**config.mk**
```make
export PLATFORM = sky130hd
export DESIGN_NAME = out_fifo
export DESIGN_NICKNAME = d
export VERILOG_FILES = /design/src/logic/lzs_pkg.sv /design/src/logic/out_fifo.sv
export SDC_FILE = /design/constraint.sdc
export NUM_CORES = 1
export LEC_CHECK = 0
export ABC_CLOCK_PERIOD_IN_PS = 3500
export BUFFER_PORTS_ARGS = -buffer_cell sky130_fd_sc_hd__buf_2
export CAP_MARGIN = 20
export CELL_PAD_IN_SITES_DETAIL_PLACEMENT = 1
export CELL_PAD_IN_SITES_GLOBAL_PLACEMENT = 1
export CORE_MARGIN = 2
export CORE_UTILIZATION = 35
export DETAILED_ROUTE_END_ITERATION = 16
export PLACE_DENSITY = 0.66
export SLEW_MARGIN = 20
export SYNTH_ARGS = -nofsm -noshare
export SYNTH_HDL_FRONTEND = slang
export SYNTH_SLANG_ARGS = --single-unit
```
**constraint.sdc**
```tcl
create_clock -name clk -period 3.5 [get_ports clk]
set_input_delay 0.525 -clock clk [delete_from_list [all_inputs] [get_ports clk]]
set_output_delay 0.525 -clock clk [all_outputs]
set_load 0.01 [all_outputs]
```
**src/logic/lzs_pkg.sv**
```systemverilog
// LZS format constants; the first stream bit sits at the msb of each 16-bit input word
package lzs_pkg;

   localparam int IN_W       = 16;
   localparam int WIN_W      = 13;   // widest token plus flag
   localparam int WIDTH_W    = 4;
   localparam int BUF_W      = 2 * IN_W;
   localparam int FILL_W     = $clog2(BUF_W + 1);

   localparam int HIST_AW    = 11;   // 2 kB history
   localparam int FIFO_DEPTH = 16;
   localparam int FIFO_AW    = 4;
   localparam int FIFO_SLACK = 2;    // room for the copy pipeline

   // token widths in stream bits
   localparam int LIT_W  = 9;
   localparam int SREF_W = 9;
   localparam int LREF_W = 13;
   localparam int SOFF_W = 7;
   localparam int LEN_W  = 2;
   localparam int NIB_W  = 4;
   localparam int END_W  = 9;

   localparam logic [END_W-1:0] END_CODE = 9'b110000000;

   // decode controller states
   localparam logic [2:0] S_IDLE     = 3'd0;
   localparam logic [2:0] S_TOKEN    = 3'd1;
   localparam logic [2:0] S_LEN1     = 3'd2;
   localparam logic [2:0] S_LEN2     = 3'd3;
   localparam logic [2:0] S_EXT      = 3'd4;
   localparam logic [2:0] S_COPY_EXT = 3'd5;   // copy, then another nibble
   localparam logic [2:0] S_COPY_RET = 3'd6;   // copy, then next token
   localparam logic [2:0] S_END      = 3'd7;

   // same 13-bit window seen as literal or as back-reference
   typedef union packed {
      struct packed {
         logic       is_ref;
         logic [7:0] lit_byte;
         logic [3:0] pad;
      } lit;
      struct packed {
         logic               is_ref;
         logic               short_off;
         logic [HIST_AW-1:0] off_field;   // short offset is the top 7 bits
      } bref;
   } lzs_token_u;

endpackage

```
**src/logic/out_fifo.sv**
```systemverilog
// byte FIFO of FIFO_DEPTH entries; the writer must hold off on afull, writes while full are not guarded
module out_fifo (
   input  logic       clk,
   input  logic       rst,
   input  logic [7:0] wdata,
   input  logic       we,
   output logic       afull,
   output logic [7:0] rdata,
   output logic       valid,
   input  logic       ready
);
   import lzs_pkg::*;

   logic [7:0]         mem [FIFO_DEPTH];
   logic [FIFO_AW-1:0] wptr;
   logic [FIFO_AW-1:0] rptr;
   logic [FIFO_AW:0]   count;   // one extra bit for full
   logic               rd;

   assign rd    = valid && ready;
   assign valid = (count != '0);
   assign rdata = mem[rptr];   // head visible the cycle after the write
   assign afull = (count >= FIFO_DEPTH - FIFO_SLACK);

   always_ff @(posedge clk) begin
      if (we) begin
         mem[wptr] <= wdata;
      end
   end

   always_ff @(posedge clk or posedge rst) begin
      if (rst) begin
         wptr  <= '0;
         rptr  <= '0;
         count <= '0;
      end else begin
         if (we) begin
            wptr <= wptr + 1'b1;
         end
         if (rd) begin
            rptr <= rptr + 1'b1;
         end
         case ({we, rd})
            2'b10:   count <= count + 1'b1;
            2'b01:   count <= count - 1'b1;
            default: count <= count;   // idle or write and read together
         endcase
      end
   end

endmodule

```
==> results.sh <==
export IMPL_fp_dieArea_um2=17660
export IMPL_overflow=0
export IMPL_vias_per_cell=4.985
export IMPL_syn_avg_cell_area_um2=17.73
export IMPL_post_place_ws_ps=817.4
export IMPL_crit_arrival_ps=2490
export IMPL_io_buffers=21
export IMPL_tns_ps=0
export IMPL_cts_buffer_depth=2
export IMPL_postCtsHoldBufs=0
export IMPL_antenna_found_initial=1
export IMPL_setup_slack_ps=489.4
export IMPL_grt_usage_pct=14.99
export IMPL_timing_fmax_ghz=0.3322
export IMPL_hp_class="input port to asynchronous set/reset pin"
export IMPL_run_status="finished clean"
export IMPL_core_area_um2=16410
export IMPL_reg2reg_depth=10
export IMPL_drv_slew=0
export IMPL_pin_count=22
export IMPL_synth_top_area_cell="edfxtp_1"
export IMPL_ys_warn_count=0
export IMPL_ys_ff_latch=141
export IMPL_cts_root_buf="clkbuf_16"
export IMPL_vias=2946
export IMPL_tightest_slew_ps=711.2
export IMPL_syn_area_um2=5816
export IMPL_ir_drop_uv=382.1
export IMPL_worstSetupEndpointType="output port"
export IMPL_syn2layout_area_growth_pct=15.40
export IMPL_cts_buffers=17
export IMPL_cts_resized=0
export IMPL_power_density_nw_per_um2=851.6
export IMPL_clk_latency_ps=420
export IMPL_first_pass_iters=4
export IMPL_drive_gt1_share_pct=23.24
export IMPL_skew_ps=8.373
export IMPL_initial_core_util_pct=35.45
export IMPL_drc=0
export IMPL_syn_num_nets=350
export IMPL_crit_type="flop to output port"
export IMPL_grt_start_max_net_pins=26
export IMPL_cts_max_level=4
export IMPL_r2r_slack_ps=800
export IMPL_synthTopCellsByArea="edfxtp_1, mux4_2, dfrtp_1"
export IMPL_clk_pin_slew_ps=60
export IMPL_die_h_um=132.9
export IMPL_multi_input_area_um2=1490
export IMPL_grt_pass1_wl_um=19180
export IMPL_hold_violations=0
export IMPL_post_cts_setup_buffers=0
export IMPL_cp_start_kind="flop"
export IMPL_place_congestion=0.7798
export IMPL_cp_max_fo=15
export IMPL_synth_cells=328
export IMPL_ant_nets=0
export IMPL_register_area_um2=4170
export IMPL_yosysSeqAreaShare_pct=71.69
export IMPL_dp_hpwl_um=8154
export IMPL_rows=47
export IMPL_wl_um=12330
export IMPL_period_share_pct=86.02
export IMPL_rsz0062_at_grt="no"
export IMPL_total_leakage_power_nw=2.334
export IMPL_netlist_cell_type_count=35
export IMPL_cp_data_required_time_ps=2970
export IMPL_r2r_end="count[4]$_DFFE_PP0P_"
export IMPL_cap_violations=0
export IMPL_cts_tree="done"
export IMPL_clkSinkCount=141
export IMPL_fillers=1591
export IMPL_grt_pass1_vias=3175
export IMPL_setup_violations=0
export IMPL_netlist_area_leader_share_pct=66.09
export IMPL_wl_per_cell_um=20.86
export IMPL_drt_iter0_drc=189
export IMPL_layout_min_cycle_time_ps=3011
export IMPL_fin_nets=379
export IMPL_reg2reg_from="count[1]$_DFFE_PP0P_"
export IMPL_die_x_um=132.9
export IMPL_relSlewSlack_pct=52.59
-- Yosys cell counts (all sizes together) --
library cell,number
nor4,1
nor2,1
and2,18
o21ai,20
mux2i,25
clkbuf,5
and3,1
dfrtp,13
ha,9
a31o,1
inv,8
mux4,16
nor3b,1
a21oi,10
a21o,1
or3b,1
xor2,4
xnor2,6
mux2,9
nand4,1
edfxtp,128
nand3,2
fa,1
nand2,16
nor2b,2
a22oi,8
nor3,1
buf,11
a221oi,8
-- metal layers --
metal	share of wire [%]	track usage, %
met1	46	19.51
met2	49	23.98
met3	2.3	3.525
met4	2.1	6.750
met5	0	0
-- how the worst max path moves through the flow --
stage	startpoint	end	slack, ps	cells past startpoint
2_1_floorplan	count[1]$_DFFE_PP0P_	count[4]$_DFFE_PP0P_	890	11
3_3_place_gp	count[1]$_DFFE_PP0P_	count[4]$_DFFE_PP0P_	880	10
4_1_cts	rptr[0]$_DFFE_PP0N_	rdata[4]	430	7
6_report	rptr[0]$_DFFE_PP0N_	rdata[4]	490	7
5_1_grt	rptr[0]$_DFFE_PP0N_	rdata[4]	340	7
3_5_place_dp	count[1]$_DFFE_PP0P_	count[4]$_DFFE_PP0P_	820	10
-- cell families after synthesis --
kind of cell / synth area share (%)
XOR/XNOR: 1.506
AND/OR/NAND/NOR: 4.109
multiplexers: 12.31
buffers and inverters: 2.689
AO/OA/AOI/OAI: 5.422
adder cells (fa/ha/maj): 2.281
flip-flops: 71.69
-- state kept, by name, summed over array words and instances (netlist names) --
signal	cells
mem	128
wptr	4
rptr	4
count	5
-- critical path, cell delays in order (launching register included) --
cell	delay, ps
dfrtp_2	590
buf_4	360
mux2_2	370
o21ai_0	230
a21oi_1	100
o21ai_0	160
nand2_1	100
buf_2	160
-- area by class of cell --
type / instances / area share [%]
timing repair buffer: 26 / 2.312
clock buffer: 18 / 6.394
sequential: 141 / 62.14
tap: 220 / 4.101
multi-input combinational: 163 / 22.20
antenna: 1 / 0.03729
inverter: 8 / 0.4474
clock inverter: 14 / 2.368
-- metrics by stage --
stage | hold WS (ps) | cells | power, mW | instance area, um2 | util (%)
after floorplan | 402.0 | 328 | 3.466 | 5816 | -
after global placement | 491.0 | 558 | 3.916 | 6121 | 37.31
after detailed placement | 506.9 | 558 | 3.980 | 6121 | 37.31
after CTS | 149.7 | 590 | 5.774 | 6709 | 40.89
after global routing | 186.3 | 591 | 6.006 | 6711 | 40.91
final | 148.4 | 591 | 5.715 | 6711 | 40.91
-- layout by cell type, fill, tap and decap left out, types with 4 or more instances in the layout --
| master | instances |
|---|---|
| and2_1 | 18 |
| xor2_1 | 4 |
| dfrtp_1 | 12 |
| mux4_2 | 16 |
| a221oi_1 | 5 |
| xnor2_1 | 6 |
| ha_1 | 9 |
| inv_1 | 8 |
| a22oi_1 | 8 |
| inv_6 | 4 |
| buf_4 | 4 |
| edfxtp_1 | 128 |
| mux2_2 | 8 |
| o21ai_0 | 20 |
| clkbuf_16 | 17 |
| nand2_1 | 16 |
| mux2i_1 | 25 |
| buf_2 | 21 |
| a21oi_1 | 10 |
-- report_power, final --
part	leakage [nW]	switching (mW)	internal (mW)	total (mW)
Sequential	1.31	0.211	2.07	2.28
Combinational	0.748	0.920	0.724	1.64
Clock	0.277	0.732	1.06	1.79
No activity file was read; power rests on OpenSTA's default activity.
