<file path="config.mk">
export PLATFORM = sky130hd
export DESIGN_NAME = bit_aligner
export DESIGN_NICKNAME = d
export VERILOG_FILES = /design/src/logic/lzs_pkg.sv /design/src/logic/bit_aligner.sv
export SDC_FILE = /design/constraint.sdc
export NUM_CORES = 1
export LEC_CHECK = 0
export ABC_AREA = 0
export BUFFER_PORTS_ARGS = -buffer_cell sky130_fd_sc_hd__clkbuf_2
export CORE_AREA = 2 2 106 67
export DETAILED_ROUTE_END_ITERATION = 10
export DIE_AREA = 0 0 108 69
export GPL_TIMING_DRIVEN = 1
export PLACE_DENSITY = 0.93
export SLEW_MARGIN = 40
export SYNTH_ARGS = -nofsm -noshare
export SYNTH_HDL_FRONTEND = slang
export SYNTH_SLANG_ARGS = --single-unit
</file>
<file path="constraint.sdc">
create_clock -name clk -period 4.6 [get_ports clk]
set_clock_uncertainty 0.05 [all_clocks]
set_input_delay 0.46 -clock clk [delete_from_list [all_inputs] [get_ports clk]]
set_output_delay 0.46 -clock clk [all_outputs]
set_load 0.005 [all_outputs]
</file>
<file path="src/logic/lzs_pkg.sv">
// LZS format constants; the first stream bit sits at the msb of each 16-bit input word
package lzs_pkg;

   localparam int IN_W       = 16;
   localparam int WIN_W      = 13;   // widest token plus flag
   localparam int WIDTH_W    = 4;
   localparam int BUF_W      = 2 * IN_W;
   localparam int FILL_W     = $clog2(BUF_W + 1);

   localparam int HIST_AW    = 11;   // 2 kB history
   localparam int FIFO_DEPTH = 16;
   localparam int FIFO_AW    = 4;
   localparam int FIFO_SLACK = 2;    // room for the copy pipeline

   // token widths in stream bits
   localparam int LIT_W  = 9;
   localparam int SREF_W = 9;
   localparam int LREF_W = 13;
   localparam int SOFF_W = 7;
   localparam int LEN_W  = 2;
   localparam int NIB_W  = 4;
   localparam int END_W  = 9;

   localparam logic [END_W-1:0] END_CODE = 9'b110000000;

   // decode controller states
   localparam logic [2:0] S_IDLE     = 3'd0;
   localparam logic [2:0] S_TOKEN    = 3'd1;
   localparam logic [2:0] S_LEN1     = 3'd2;
   localparam logic [2:0] S_LEN2     = 3'd3;
   localparam logic [2:0] S_EXT      = 3'd4;
   localparam logic [2:0] S_COPY_EXT = 3'd5;   // copy, then another nibble
   localparam logic [2:0] S_COPY_RET = 3'd6;   // copy, then next token
   localparam logic [2:0] S_END      = 3'd7;

   // same 13-bit window seen as literal or as back-reference
   typedef union packed {
      struct packed {
         logic       is_ref;
         logic [7:0] lit_byte;
         logic [3:0] pad;
      } lit;
      struct packed {
         logic               is_ref;
         logic               short_off;
         logic [HIST_AW-1:0] off_field;   // short offset is the top 7 bits
      } bref;
   } lzs_token_u;

endpackage

</file>
<file path="src/logic/bit_aligner.sv">
// MSB-first bit aligner; a window is only offered with 13 bits held, so the stream tail needs zero padding
module bit_aligner (
   input  logic                          clk,
   input  logic                          rst,
   input  logic [lzs_pkg::IN_W-1:0]      in_data,
   input  logic                          in_valid,
   output logic                          in_ready,
   output lzs_pkg::lzs_token_u           stream_data,
   output logic                          stream_valid,
   input  logic [lzs_pkg::WIDTH_W-1:0]   stream_width,
   input  logic                          stream_ack
);
   import lzs_pkg::*;

   logic [BUF_W-1:0]   bits_q;      // valid bits packed at the top
   logic [FILL_W-1:0]  fill_q;
   logic [WIDTH_W-1:0] drop;
   logic [BUF_W-1:0]   bits_kept;
   logic [FILL_W-1:0]  fill_kept;
   logic [BUF_W-1:0]   word_pos;
   logic               take;

   assign take = in_valid && in_ready;
   assign drop = stream_ack ? stream_width : '0;

   // consumed bits leave from the top, zeros come in below
   assign bits_kept = bits_q << drop;
   assign fill_kept = fill_q - FILL_W'(drop);

   // new word lands just below what is still held
   assign word_pos = {in_data, {IN_W{1'b0}}} >> fill_kept;

   assign in_ready     = (fill_q <= FILL_W'(IN_W));
   assign stream_valid = (fill_q >= FILL_W'(WIN_W));
   assign stream_data  = bits_q[BUF_W-1 -: WIN_W];

   always_ff @(posedge clk or posedge rst) begin
      if (rst) begin
         bits_q <= '0;   // bits below the fill must stay zero for the OR
         fill_q <= '0;
      end else if (take) begin
         bits_q <= bits_kept | word_pos;
         fill_q <= fill_kept + FILL_W'(IN_W);
      end else begin
         bits_q <= bits_kept;
         fill_q <= fill_kept;
      end
   end

endmodule

</file>
==> parameters.txt, run 1 <==
Parameter                              Value

Timing
  Final count of hold timing violations    0
  Final clock period utilization by the worst path    78.0%
  Setup_tns    0 ns
  Final setup violation count    0
  Final slew viol count    0
  RSZ-0062 raised after global routing    false
  Slew at the pin closest to its max-slew limit    0.760 ns
  Final Critical Period    around 3.6 ns
  Worst rel slew slack    about half
  Maximum clock rate    279 MHz

Clock tree
  Number of clock sinks    38
  Number of gates resized after CTS    0
  Clock-pin slew on the worst setup and hold paths    roughly 0.090 ns
  CTS Root Buffer Type    sky130_fd_sc_hd__clkbuf_8
  Later-pin clock latency in the skew report    0.31 ns
  Hold bufs inserted after CTS    0
  Number of post-CTS setup repair buffers    0
  Clock tree from TritonCTS    done
  Max clock buf depth    2
  H-tree lvl count    2
  CTS Buf Count    5

Cells and area
  Layout-stage area growth over the synthesis result    5.66%
  Filler instances    517
  Most frequent standard cell in the layout excluding fill and tap cells    sky130_fd_sc_hd__mux2i_1
  Proportion of layout cells with a drive suffix above 1    22.3%
  Sequential Area    951 um^2
  Number of nets at the end of the flow    between 400 and 500
  Combined area of the multi-input logic cells    0.00292 mm^2
  Antenna Diode Count    0
  Commonest non-fill, non-tap cells in the layout    sky130_fd_sc_hd__mux2i_1 (49), sky130_fd_sc_hd__nand2_1 (40), sky130_fd_sc_hd__dfrtp_1 (38), sky130_fd_sc_hd__clkbuf_2 (38), sky130_fd_sc_hd__nor2_1 (33)
  Non-filler instance count after layout    ~560

Synth
  Multiplexer fraction of the synthesized cell area    28.5%
  Unique cell type count in the Yosys netlist    69
  Share of the synthesized area in compound gates (AO/OA/AOI/OAI)    21.0%
  Simple-gate area share of the yosys netlist    17.4%
  Number of register bits inferred by synthesis    38
  Xor and xnor area share after synthesis    1.26%
  Netlist area before placement    0.00418 mm^2
  Number of synthesized flops with an enable pin    0
  Portion of the post-synthesis area used by sequential elements    22.8%
  Main flop type after synthesis    sky130_fd_sc_hd__dfrtp_1
  Dominant combinational cell family by area after synthesis    multiplexers
  Post-synthesis adder-cell area fraction    1.68%
  Post-synthesis cell count    ~460
  Share of async-settable or async-resettable flops after synthesis    100%
  Post-Synthesis Net Count    487
  Number of warnings issued by yosys    0
  Average cell area after synthesis    9.12 um^2

Hold path
  Path class of the lowest-slack min-delay path    input port to asynchronous set/reset pin

Worst setup path
  Launching element type of the critical path    register
  Longest individual stage delay on the worst path    0.49 ns
  Arrival time reported for the critical path endpoint    3.72 ns
  Start-to-end type of the worst setup path    register to register
  Worst-path cell with the longest stage delay    sky130_fd_sc_hd__fa_1
  Data required time at the worst endpoint    4.74 ns
  Crit Path Max Fanout    21
  Critical path capture point type    register
  Crit path cell chain    nand3b_4 -> inv_4 -> fa_1 -> xor2_1 -> buf_4 -> inv_2 -> and4_1 -> a311oi_2 -> inv_1 -> mux4_2 -> a221o_1

GRT
  Total grt overflow    0
  Vias in the first global route    ~3800
  Pin count of the biggest net entering global routing    39
  Number of antenna violations at the first check in global routing    0
  Overall global routing resource usage    38.1%
  Global-route wire length before repair    around 21 mm

Drt
  DRC violations left    0
  Antenna-violating nets left    0
  Total detailed-routing wirelength    14.2 mm
  Routed vias/inst    7.61
  First-pass DRT Iterations    7
  Drt initial violations    761
  Total via count in the routed design    4237
  DR WL/cell    25.4 um

Floorplan
  I/O pin count    39
  Die width    approximately 110 um
  Core region area    roughly 0.0065 mm^2
  Effective utilization at floorplan    64.5%
  Die Footprint    approximately 0.0075 mm^2
  # rows    23
  Die boundary height    roughly 70 um

Outcome
  Outcome    finished clean

Placement
  Placed Cells incl. Taps    549
  Count of buffers inserted at the top-level ports    38
  Weighted congestion at the end of routability-driven global placement    1.08
  HPWL after detailed placement    10.8 mm

Pwr
  Lkg Pwr    0.00198 uW
  VDD IR-drop max    0.308 mV
  Power per Cell Area    718 mW/mm^2

Flow run
  Max_cap viols    0
==> through the flow <==
stage	hold WS [ns]	utilization (%)	power [uW]	setup WS [ns]	cell area [um^2]
CTS	0.233	68.2	3030	1.09	4420
finish	0.211	68.2	3170	1.01	4420
detailed placement	0.547	66.8	2770	0.790	4320
global route	0.263	68.2	3300	0.838	4420
global placement	0.533	66.7	2750	0.882	4320
floorplan	0.522	-	2220	0.889	4180
==> cell type report <==
cell class	count	area share, %
clock buffers	7	1.96
clock inverters	1	0.113
inverters	14	1.25
multi-input cells	359	66.2
flip-flops and latches	38	21.5
well taps	87	2.47
repair buffers	51	6.52
==> kinds of logic after synthesis <==
| logic type | Yosys count |
|---|---|
| AO/OA/AOI/OAI | 120 |
| XOR/XNOR | 6 |
| adder cells (fa/ha/maj) | 5 |
| buffers and inverters | 61 |
| flip-flops | 38 |
| multiplexers | 82 |
| AND/OR/NAND/NOR | 146 |
==> report_power, final <==
part	internal, uW	switching, uW
clock	121	132
combinational	880	1350
sequential	486	205
==> routing by layer <==
metal / track usage [%] / vias up / part of all wire (%)
met2: 47.1 / 386 / 39
met1: 58.9 / 2009 / 40
met5: 0 / - / 0
li1: - / 1783 / -
met4: 6.84 / 0 / 1.9
met3: 19.5 / 59 / 20
==> synth_stat cells (3+ instances only) <==
master	count	area share [%]
sky130_fd_sc_hd__mux2i_1	49	12
sky130_fd_sc_hd__nand2_1	41	3.7
sky130_fd_sc_hd__dfrtp_1	38	23
sky130_fd_sc_hd__nor2_1	33	3.0
sky130_fd_sc_hd__mux4_2	28	15
sky130_fd_sc_hd__a21oi_1	20	2.4
sky130_fd_sc_hd__clkbuf_1	20	1.8
sky130_fd_sc_hd__nand3_1	19	2.3
sky130_fd_sc_hd__o21ai_0	18	2.2
sky130_fd_sc_hd__buf_4	14	2.5
sky130_fd_sc_hd__nor3_1	14	1.7
sky130_fd_sc_hd__a31oi_1	10	1.5
sky130_fd_sc_hd__inv_1	10	0.90
sky130_fd_sc_hd__a211oi_1	9	1.6
sky130_fd_sc_hd__and3_1	9	1.3
sky130_fd_sc_hd__buf_2	8	0.96
sky130_fd_sc_hd__or3_1	8	1.2
sky130_fd_sc_hd__and2_1	6	0.90
sky130_fd_sc_hd__o221ai_1	6	1.3
sky130_fd_sc_hd__a211o_1	5	1.0
sky130_fd_sc_hd__a21o_1	5	0.90
sky130_fd_sc_hd__a221o_1	5	1.2
sky130_fd_sc_hd__o211ai_1	5	0.90
sky130_fd_sc_hd__a2bb2oi_1	4	0.84
sky130_fd_sc_hd__ha_1	4	1.2
sky130_fd_sc_hd__mux2_2	4	1.1
sky130_fd_sc_hd__a22oi_1	3	0.54
sky130_fd_sc_hd__buf_1	3	0.27
sky130_fd_sc_hd__inv_2	3	0.27
sky130_fd_sc_hd__nor2b_1	3	0.45
sky130_fd_sc_hd__o22a_1	3	0.63
sky130_fd_sc_hd__o22ai_1	3	0.45
sky130_fd_sc_hd__o31ai_1	3	0.54
sky130_fd_sc_hd__xnor2_1	3	0.63
sky130_fd_sc_hd__xor2_1	3	0.63
==> worst paths after layout <==
kind                           start         end  slack (ns)  depth (start not counted)
setup / recovery           fill_q[0]  bits_q[15]        1.01                         11
hold / removal                   rst   bits_q[0]        0.21                          3
setup reg to reg           fill_q[0]  bits_q[15]        1.01                         11
hold reg to reg            fill_q[5]   fill_q[5]        0.62                          2
max in group asynchronous        rst   bits_q[7]        3.93                          3
min in group clk            in_valid   fill_q[4]        0.57                          3
==> critical path: cells and delay by family (launching register included) <==
kind            cells  cell delay [ns]
simple gates        2             0.48
mux                 1             0.48
compound gates      2             0.70
xor+xnor            1             0.19
flops               1             0.42
buf+inv             4             0.64
fa+ha+maj           1             0.49
==> registers in the layout (all words and copies together), names as in the netlist <==
signal / cells
bits_q: 32
fill_q: 6
Power figures use the tool's default switching activity.
==> run 2, diff against run 1 <==
Settings changed: ABC_AREA 0 to 1, CORE_AREA 2 2 106 67 to 2 2 117 73, DIE_AREA 0 0 108 69 to 0 0 119 75, PLACE_DENSITY 0.93 to 0.84.
Clock period 4.6 ns to 3.1 ns, I/O delays scaled along.
==> parameters.txt, run 2 <==
Parameter                              Value

Drt
  Total via count in the routed design    4805
  DRC violations left    0
  DR WL/cell    ~16 um
  Drt initial violations    between 700 and 800
  Total detailed-routing wirelength    13.4 mm
  Routed vias/inst    5.83
  First-pass DRT Iterations    5
  Antenna-violating nets left    0

Placement
  Area after DPL    0.00429 mm^2
  Placed Cells incl. Taps    817
  HPWL after detailed placement    approximately 10 mm
  Weighted congestion at the end of routability-driven global placement    approximately 1.0
  Count of buffers inserted at the top-level ports    38

Synth
  Leading cell types by total area after synthesis    sky130_fd_sc_hd__dfrtp_1 (22%), sky130_fd_sc_hd__nand2_1 (21%), sky130_fd_sc_hd__nand3_1 (18%)
  Most instantiated library cell after synthesis    sky130_fd_sc_hd__nand2_1
  Post-synthesis cell count    713
  Number of warnings issued by yosys    0
  Average cell area after synthesis    5.93 um^2
  Post-Synthesis Net Count    742
  Main flop type after synthesis    sky130_fd_sc_hd__dfrtp_1
  Unique cell type count in the Yosys netlist    36
  Number of register bits inferred by synthesis    38
  Number of synthesized flops with an enable pin    0
  Post-synth top cells    sky130_fd_sc_hd__nand2_1 (234), sky130_fd_sc_hd__nand3_1 (156), sky130_fd_sc_hd__inv_1 (56)
  Top-area cell type share of the netlist area    22.5%
  Share of async-settable or async-resettable flops after synthesis    100%
  Netlist area before placement    0.00423 mm^2
  Cell type contributing the most total cell area after synthesis    sky130_fd_sc_hd__dfrtp_1
  Portion of the post-synthesis area used by sequential elements    22.5%

Worst setup path
  Launching element type of the critical path    register
  Crit Path Max Fanout    21
  Data required time at the worst endpoint    3.29 ns
  Arrival time reported for the critical path endpoint    2.90 ns
  Start-to-end type of the worst setup path    register to register
  Critical path capture point type    register

Floorplan
  I/O pin count    39
  Die Footprint    between 0.008 and 0.009 mm^2
  Effective utilization at floorplan    54.3%
  Die width    119 um
  Core region area    slightly below 0.008 mm^2
  # rows    25
  Die boundary height    between 70 and 80 um

Cells and area
  Non-filler instance count after layout    ~820
  Registers with the most flip-flops    bits_q x32, fill_q x6
  Number of nets at the end of the flow    approximately 750
  Most frequent standard cell in the layout excluding fill and tap cells    sky130_fd_sc_hd__nand2_1
  Final core occ    between 50% and 60%
  Post-route design area    0.00446 mm^2
  Sequential Area    approximately 950 um^2
  Commonest non-fill, non-tap cells in the layout    sky130_fd_sc_hd__nand2_1 (234), sky130_fd_sc_hd__nand3_1 (156), sky130_fd_sc_hd__inv_1 (56), sky130_fd_sc_hd__o21ai_0 (44)
  Register with the most flip-flops    bits_q
  Layout-stage area growth over the synthesis result    5.32%
  Number of flip-flops in the largest register    32
  Proportion of layout cells with a drive suffix above 1    about an eighth
  Antenna Diode Count    0
  Combined area of the multi-input logic cells    between 0.002 and 0.003 mm^2
  Filler instances    823

Timing
  Final count of hold timing violations    0
  Final clock period utilization by the worst path    87.4%
  RSZ-0062 raised after global routing    false
  Final setup violation count    0
  Worst rel slew slack    51.6%
  Maximum clock rate    369 MHz
  Final slew viol count    0
  Slew at the pin closest to its max-slew limit    0.725 ns
  Final Critical Period    2.71 ns
  Setup_tns    0 ns

Clock tree
  Number of post-CTS setup repair buffers    0
  Number of gates resized after CTS    0
  Clock tree from TritonCTS    done
  Number of clock sinks    38
  Max clock buf depth    2
  CTS Root Buffer Type    sky130_fd_sc_hd__clkbuf_16
  Clock-pin slew on the worst setup and hold paths    0.06 ns
  H-tree lvl count    2
  Hold bufs inserted after CTS    0
  CTS Buf Count    5
  Later-pin clock latency in the skew report    0.30 ns

Pwr
  Overall power after layout    around 4700 uW
  Power per Cell Area    1060 mW/mm^2
  VDD IR-drop max    0.707 mV
  Lkg Pwr    0.00238 uW

GRT
  Number of antenna violations at the first check in global routing    0
  Vias in the first global route    approximately 4100
  Total grt overflow    0
  Overall global routing resource usage    between 30% and 40%
  Pin count of the biggest net entering global routing    60
  Global-route wire length before repair    21.2 mm

Flow run
  Max_cap viols    0

Outcome
  Outcome    finished clean

Hold path
  Path class of the lowest-slack min-delay path    input port to asynchronous set/reset pin
==> run 2: cell count changes after synthesis, moves of 10 or more <==
cell | before | now
sky130_fd_sc_hd__o21ai_0 | 18 | 44
sky130_fd_sc_hd__mux4_2 | 28 | 0
sky130_fd_sc_hd__clkbuf_1 | 20 | 10
sky130_fd_sc_hd__nand3_1 | 19 | 156
sky130_fd_sc_hd__mux2i_1 | 49 | 3
sky130_fd_sc_hd__nand2_1 | 41 | 234
sky130_fd_sc_hd__o21ai_1 | 0 | 25
sky130_fd_sc_hd__inv_1 | 10 | 56
sky130_fd_sc_hd__nor3_1 | 14 | 0
sky130_fd_sc_hd__a31oi_1 | 10 | 0
==> run 2: cell type report <==
type	instances	share of cell area, %
inverter	61	5.14
sequential	38	21.3
clock inverter	1	0.674
timing repair buffer	52	6.63
tap	108	3.03
multi-input combinational	558	60.1
clock buffer	6	3.12
==> run 2: cell families (layout without fill, tap and decap cells) <==
kind of cell | Yosys count | after routing | synth area share [%]
mux | 3 | 3 | 0.710
xor+xnor | 4 | 4 | 1.18
flops | 38 | 38 | 22.5
fa+ha+maj | 5 | 5 | 1.66
buf+inv | 117 | 120 | 14.3
compound gates | 97 | 97 | 12.2
simple gates | 449 | 449 | 47.5
==> run 2: worst max-delay path, cell delays in order (launching register included) <==
cell                      delay [ns]
sky130_fd_sc_hd__dfrtp_1        0.45
sky130_fd_sc_hd__inv_2          0.06
sky130_fd_sc_hd__nand3_2        0.12
sky130_fd_sc_hd__inv_1          0.08
sky130_fd_sc_hd__fa_1           0.48
sky130_fd_sc_hd__xnor2_2        0.18
sky130_fd_sc_hd__inv_1          0.49
sky130_fd_sc_hd__nand2_1        0.20
sky130_fd_sc_hd__nor2_1         0.21
sky130_fd_sc_hd__nor2_1         0.06
sky130_fd_sc_hd__nor2_1         0.14
sky130_fd_sc_hd__nand2_1        0.08
sky130_fd_sc_hd__nand2_1        0.06
==> run 2: worst paths after layout <==
| kind | slack [ns] | to | cells after the start | startpoint |
|---|---|---|---|---|
| worst max-delay path | 0.39 | bits_q[15] | 12 | fill_q[0] |
| worst min-delay path | 0.07 | bits_q[27] | 3 | rst |
| worst max register to register | 0.39 | bits_q[15] | 12 | fill_q[0] |
| worst min register to register | 0.66 | fill_q[4] | 2 | fill_q[4] |
| max in group asynchronous | 2.54 | bits_q[8] | 3 | rst |
| min in group clk | 0.29 | fill_q[4] | 4 | in_valid |
==> run 2: metrics by stage <==
step,hold WS [ns],setup WS (ns)
floorplan,0.452,0.694
global placement,0.392,0.368
detailed placement,0.399,0.345
CTS,0.0932,0.452
global route,0.122,0.228
finish,0.0733,0.391
==> run 2: metal layers <==
| metal | track usage [%] | share of wire (%) | wire length (um) | vias to the layer above |
|---|---|---|---|---|
| met4 | 6.75 | 0.95 | 127 | 0 |
| met5 | 0 | 0 | 0 | - |
| met1 | 45.9 | 47 | 6300 | 2199 |
| li1 | - | - | - | 2322 |
| met2 | 43.1 | 39 | 5210 | 266 |
| met3 | 10.2 | 13 | 1740 | 18 |
==> run 2: power breakdown <==
| part | leakage, uW | internal [uW] | switching, uW |
|---|---|---|---|
| Combinational | 0.00184 | 999 | 2230 |
| Clock | 0.0000829 | 398 | 225 |
| Sequential | 0.000457 | 702 | 164 |
==> run 3, diff against run 2 <==
Settings changed: ABC_AREA 1 to unset, CORE_AREA 2 2 117 73 to 2 2 116 73, DIE_AREA 0 0 119 75 to 0 0 118 75, PLACE_DENSITY 0.84 to 0.83.
==> parameters.txt, run 3 (synthesis results as in run 1) <==
Parameter                              Value

Clock tree
  CTS Root Buffer Type    sky130_fd_sc_hd__clkbuf_16
  Max clock buf depth    2
  Number of clock sinks    38
  CTS Buf Count    5
  Clock tree from TritonCTS    done
  H-tree lvl count    2
  Number of post-CTS setup repair buffers    0
  Clock-pin slew on the worst setup and hold paths    0.06 ns
  Hold bufs inserted after CTS    0
  Later-pin clock latency in the skew report    between 0.2 and 0.3 ns

Worst setup path
  Worst-path cell with the longest stage delay    sky130_fd_sc_hd__o21ai_0
  Crit path cell chain    nand3b_4 -> inv_4 -> fa_2 -> buf_4 -> nor2b_1 -> o21a_1 -> o21ai_0 -> nand3_1 -> nor2_1 -> a221o_1
  Critical path buffers and inverters    2
  Crit Path Max Fanout    8
  Launching element type of the critical path    register
  Kind of cell with the highest combined delay on the critical path    simple AND/OR/NAND/NOR gates
  Critical path capture point type    register
  Data required time at the worst endpoint    between 3 and 4 ns
  Start-to-end type of the worst setup path    register to register
  Arrival time reported for the critical path endpoint    3.18 ns
  Longest individual stage delay on the worst path    0.48 ns

Drt
  Total detailed-routing wirelength    14.5 mm
  DR WL/cell    24.2 um
  DRC violations left    0
  First-pass DRT Iterations    6
  Drt initial violations    840
  Routed vias/inst    7.12
  Total via count in the routed design    4265
  Antenna-violating nets left    0

Cells and area
  Commonest non-fill, non-tap cells in the layout    sky130_fd_sc_hd__mux2i_1 (49), sky130_fd_sc_hd__nand2_1 (40), sky130_fd_sc_hd__dfrtp_1 (38), sky130_fd_sc_hd__clkbuf_2 (38), sky130_fd_sc_hd__buf_4 (35)
  Most frequent standard cell in the layout excluding fill and tap cells    sky130_fd_sc_hd__mux2i_1
  Number of nets at the end of the flow    521
  Registers with the most flip-flops    bits_q x32, fill_q x6
  Filler instances    655
  Non-filler instance count after layout    599
  Final core occ    61.1%
  Sequential Area    approximately 950 um^2
  Layout-stage area growth over the synthesis result    12.9%
  Combined area of the multi-input logic cells    0.00297 mm^2
  Number of flip-flops in the largest register    32
  Antenna Diode Count    0
  Register with the most flip-flops    bits_q
  Proportion of layout cells with a drive suffix above 1    a little over a quarter

Floorplan
  Core region area    0.00773 mm^2
  Die boundary height    75 um
  # rows    25
  Effective utilization at floorplan    between 50% and 60%
  Die width    ~120 um
  I/O pin count    39
  Die Footprint    0.00885 mm^2

Pwr
  VDD IR-drop max    0.451 mV
  Lkg Pwr    roughly 0.0021 uW
  Overall power after layout    5110 uW
  Power per Cell Area    1080 mW/mm^2

Flow run
  Max_cap viols    0

Timing
  Final slew viol count    0
  Final count of hold timing violations    0
  Final setup violation count    0
  Final clock period utilization by the worst path    97.3%
  RSZ-0062 raised after global routing    true
  Slew at the pin closest to its max-slew limit    0.833 ns
  Maximum clock rate    approximately 330 MHz
  Setup_tns    0 ns
  Worst rel slew slack    44.1%
  Final Critical Period    3.02 ns

Placement
  HPWL after detailed placement    11.2 mm
  Weighted congestion at the end of routability-driven global placement    1.05
  Placed Cells incl. Taps    593
  Count of buffers inserted at the top-level ports    38

GRT
  Global-route wire length before repair    between 20 and 25 mm
  Pin count of the biggest net entering global routing    39
  Total grt overflow    0
  Overall global routing resource usage    33.6%
  Vias in the first global route    4000
  Number of antenna violations at the first check in global routing    0

Outcome
  Outcome    finished clean

Hold path
  Path class of the lowest-slack min-delay path    input port to asynchronous set/reset pin
-- run 3: worst paths after layout --
| path | from | end | slack, ns | cells past startpoint |
|---|---|---|---|---|
| worst min register to register | fill_q[5] | fill_q[5] | 0.61 | 2 |
| worst min-delay path | rst | bits_q[17] | 0.08 | 3 |
| max in group asynchronous | rst | bits_q[13] | 2.57 | 3 |
| min in group clk | in_valid | fill_q[4] | 0.43 | 3 |
| worst max-delay path | fill_q[0] | bits_q[1] | 0.08 | 10 |
| worst max register to register | fill_q[0] | bits_q[1] | 0.08 | 10 |
-- run 3: final cells by class --
class                      count  area share, %
timing repair buffer          74           10.0
tap                          108           2.86
sequential                    38           20.1
inverter                      14           1.17
multi-input combinational    359           62.9
clock buffer                   6           2.94
-- run 3: routing by layer --
layer | vias up | global-route usage [%] | share of wire (%) | routed length [um]
met4 | 0 | 7.63 | 1.6 | 231
met5 | - | 0 | 0 | 0
met3 | 40 | 14.1 | 17 | 2520
met1 | 2014 | 49.2 | 41 | 5990
met2 | 385 | 46.0 | 40 | 5730
li1 | 1826 | - | - | -
-- run 3: timing repair --
action / CTS / global route
gates resized for setup: 0 / 1
hold endpoints to repair: 0 / 0
endpoints found under the setup margin: 0 / 5
-- run 3: power by group --
part,total [uW],switching [uW],internal [uW],leakage (uW)
Clock,519,207,312,0.0000688
Sequential,1030,309,722,0.000475
Combinational,3560,2030,1520,0.00158
Total,5110,2550,2560,0.00212
-- run 3: worst reg2reg max path, delay by kind of cell (launching register included) --
kind	cells	cell delay, ns
simple gates	4	1.08
compound gates	3	0.90
flops	1	0.43
fa+ha+maj	1	0.26
buf+inv	2	0.22
-- run 3: per-stage QoR --
stage	worst slack, ns	hold WS [ns]	area, um^2
after floorplan	0.0101	0.452	4250
after global placement	0.0330	0.387	4570
after detailed placement	-0.00190	0.391	4570
after CTS	0.0590	0.0987	4710
after global routing	-0.0157	0.134	4720
final	0.0845	0.0785	4720
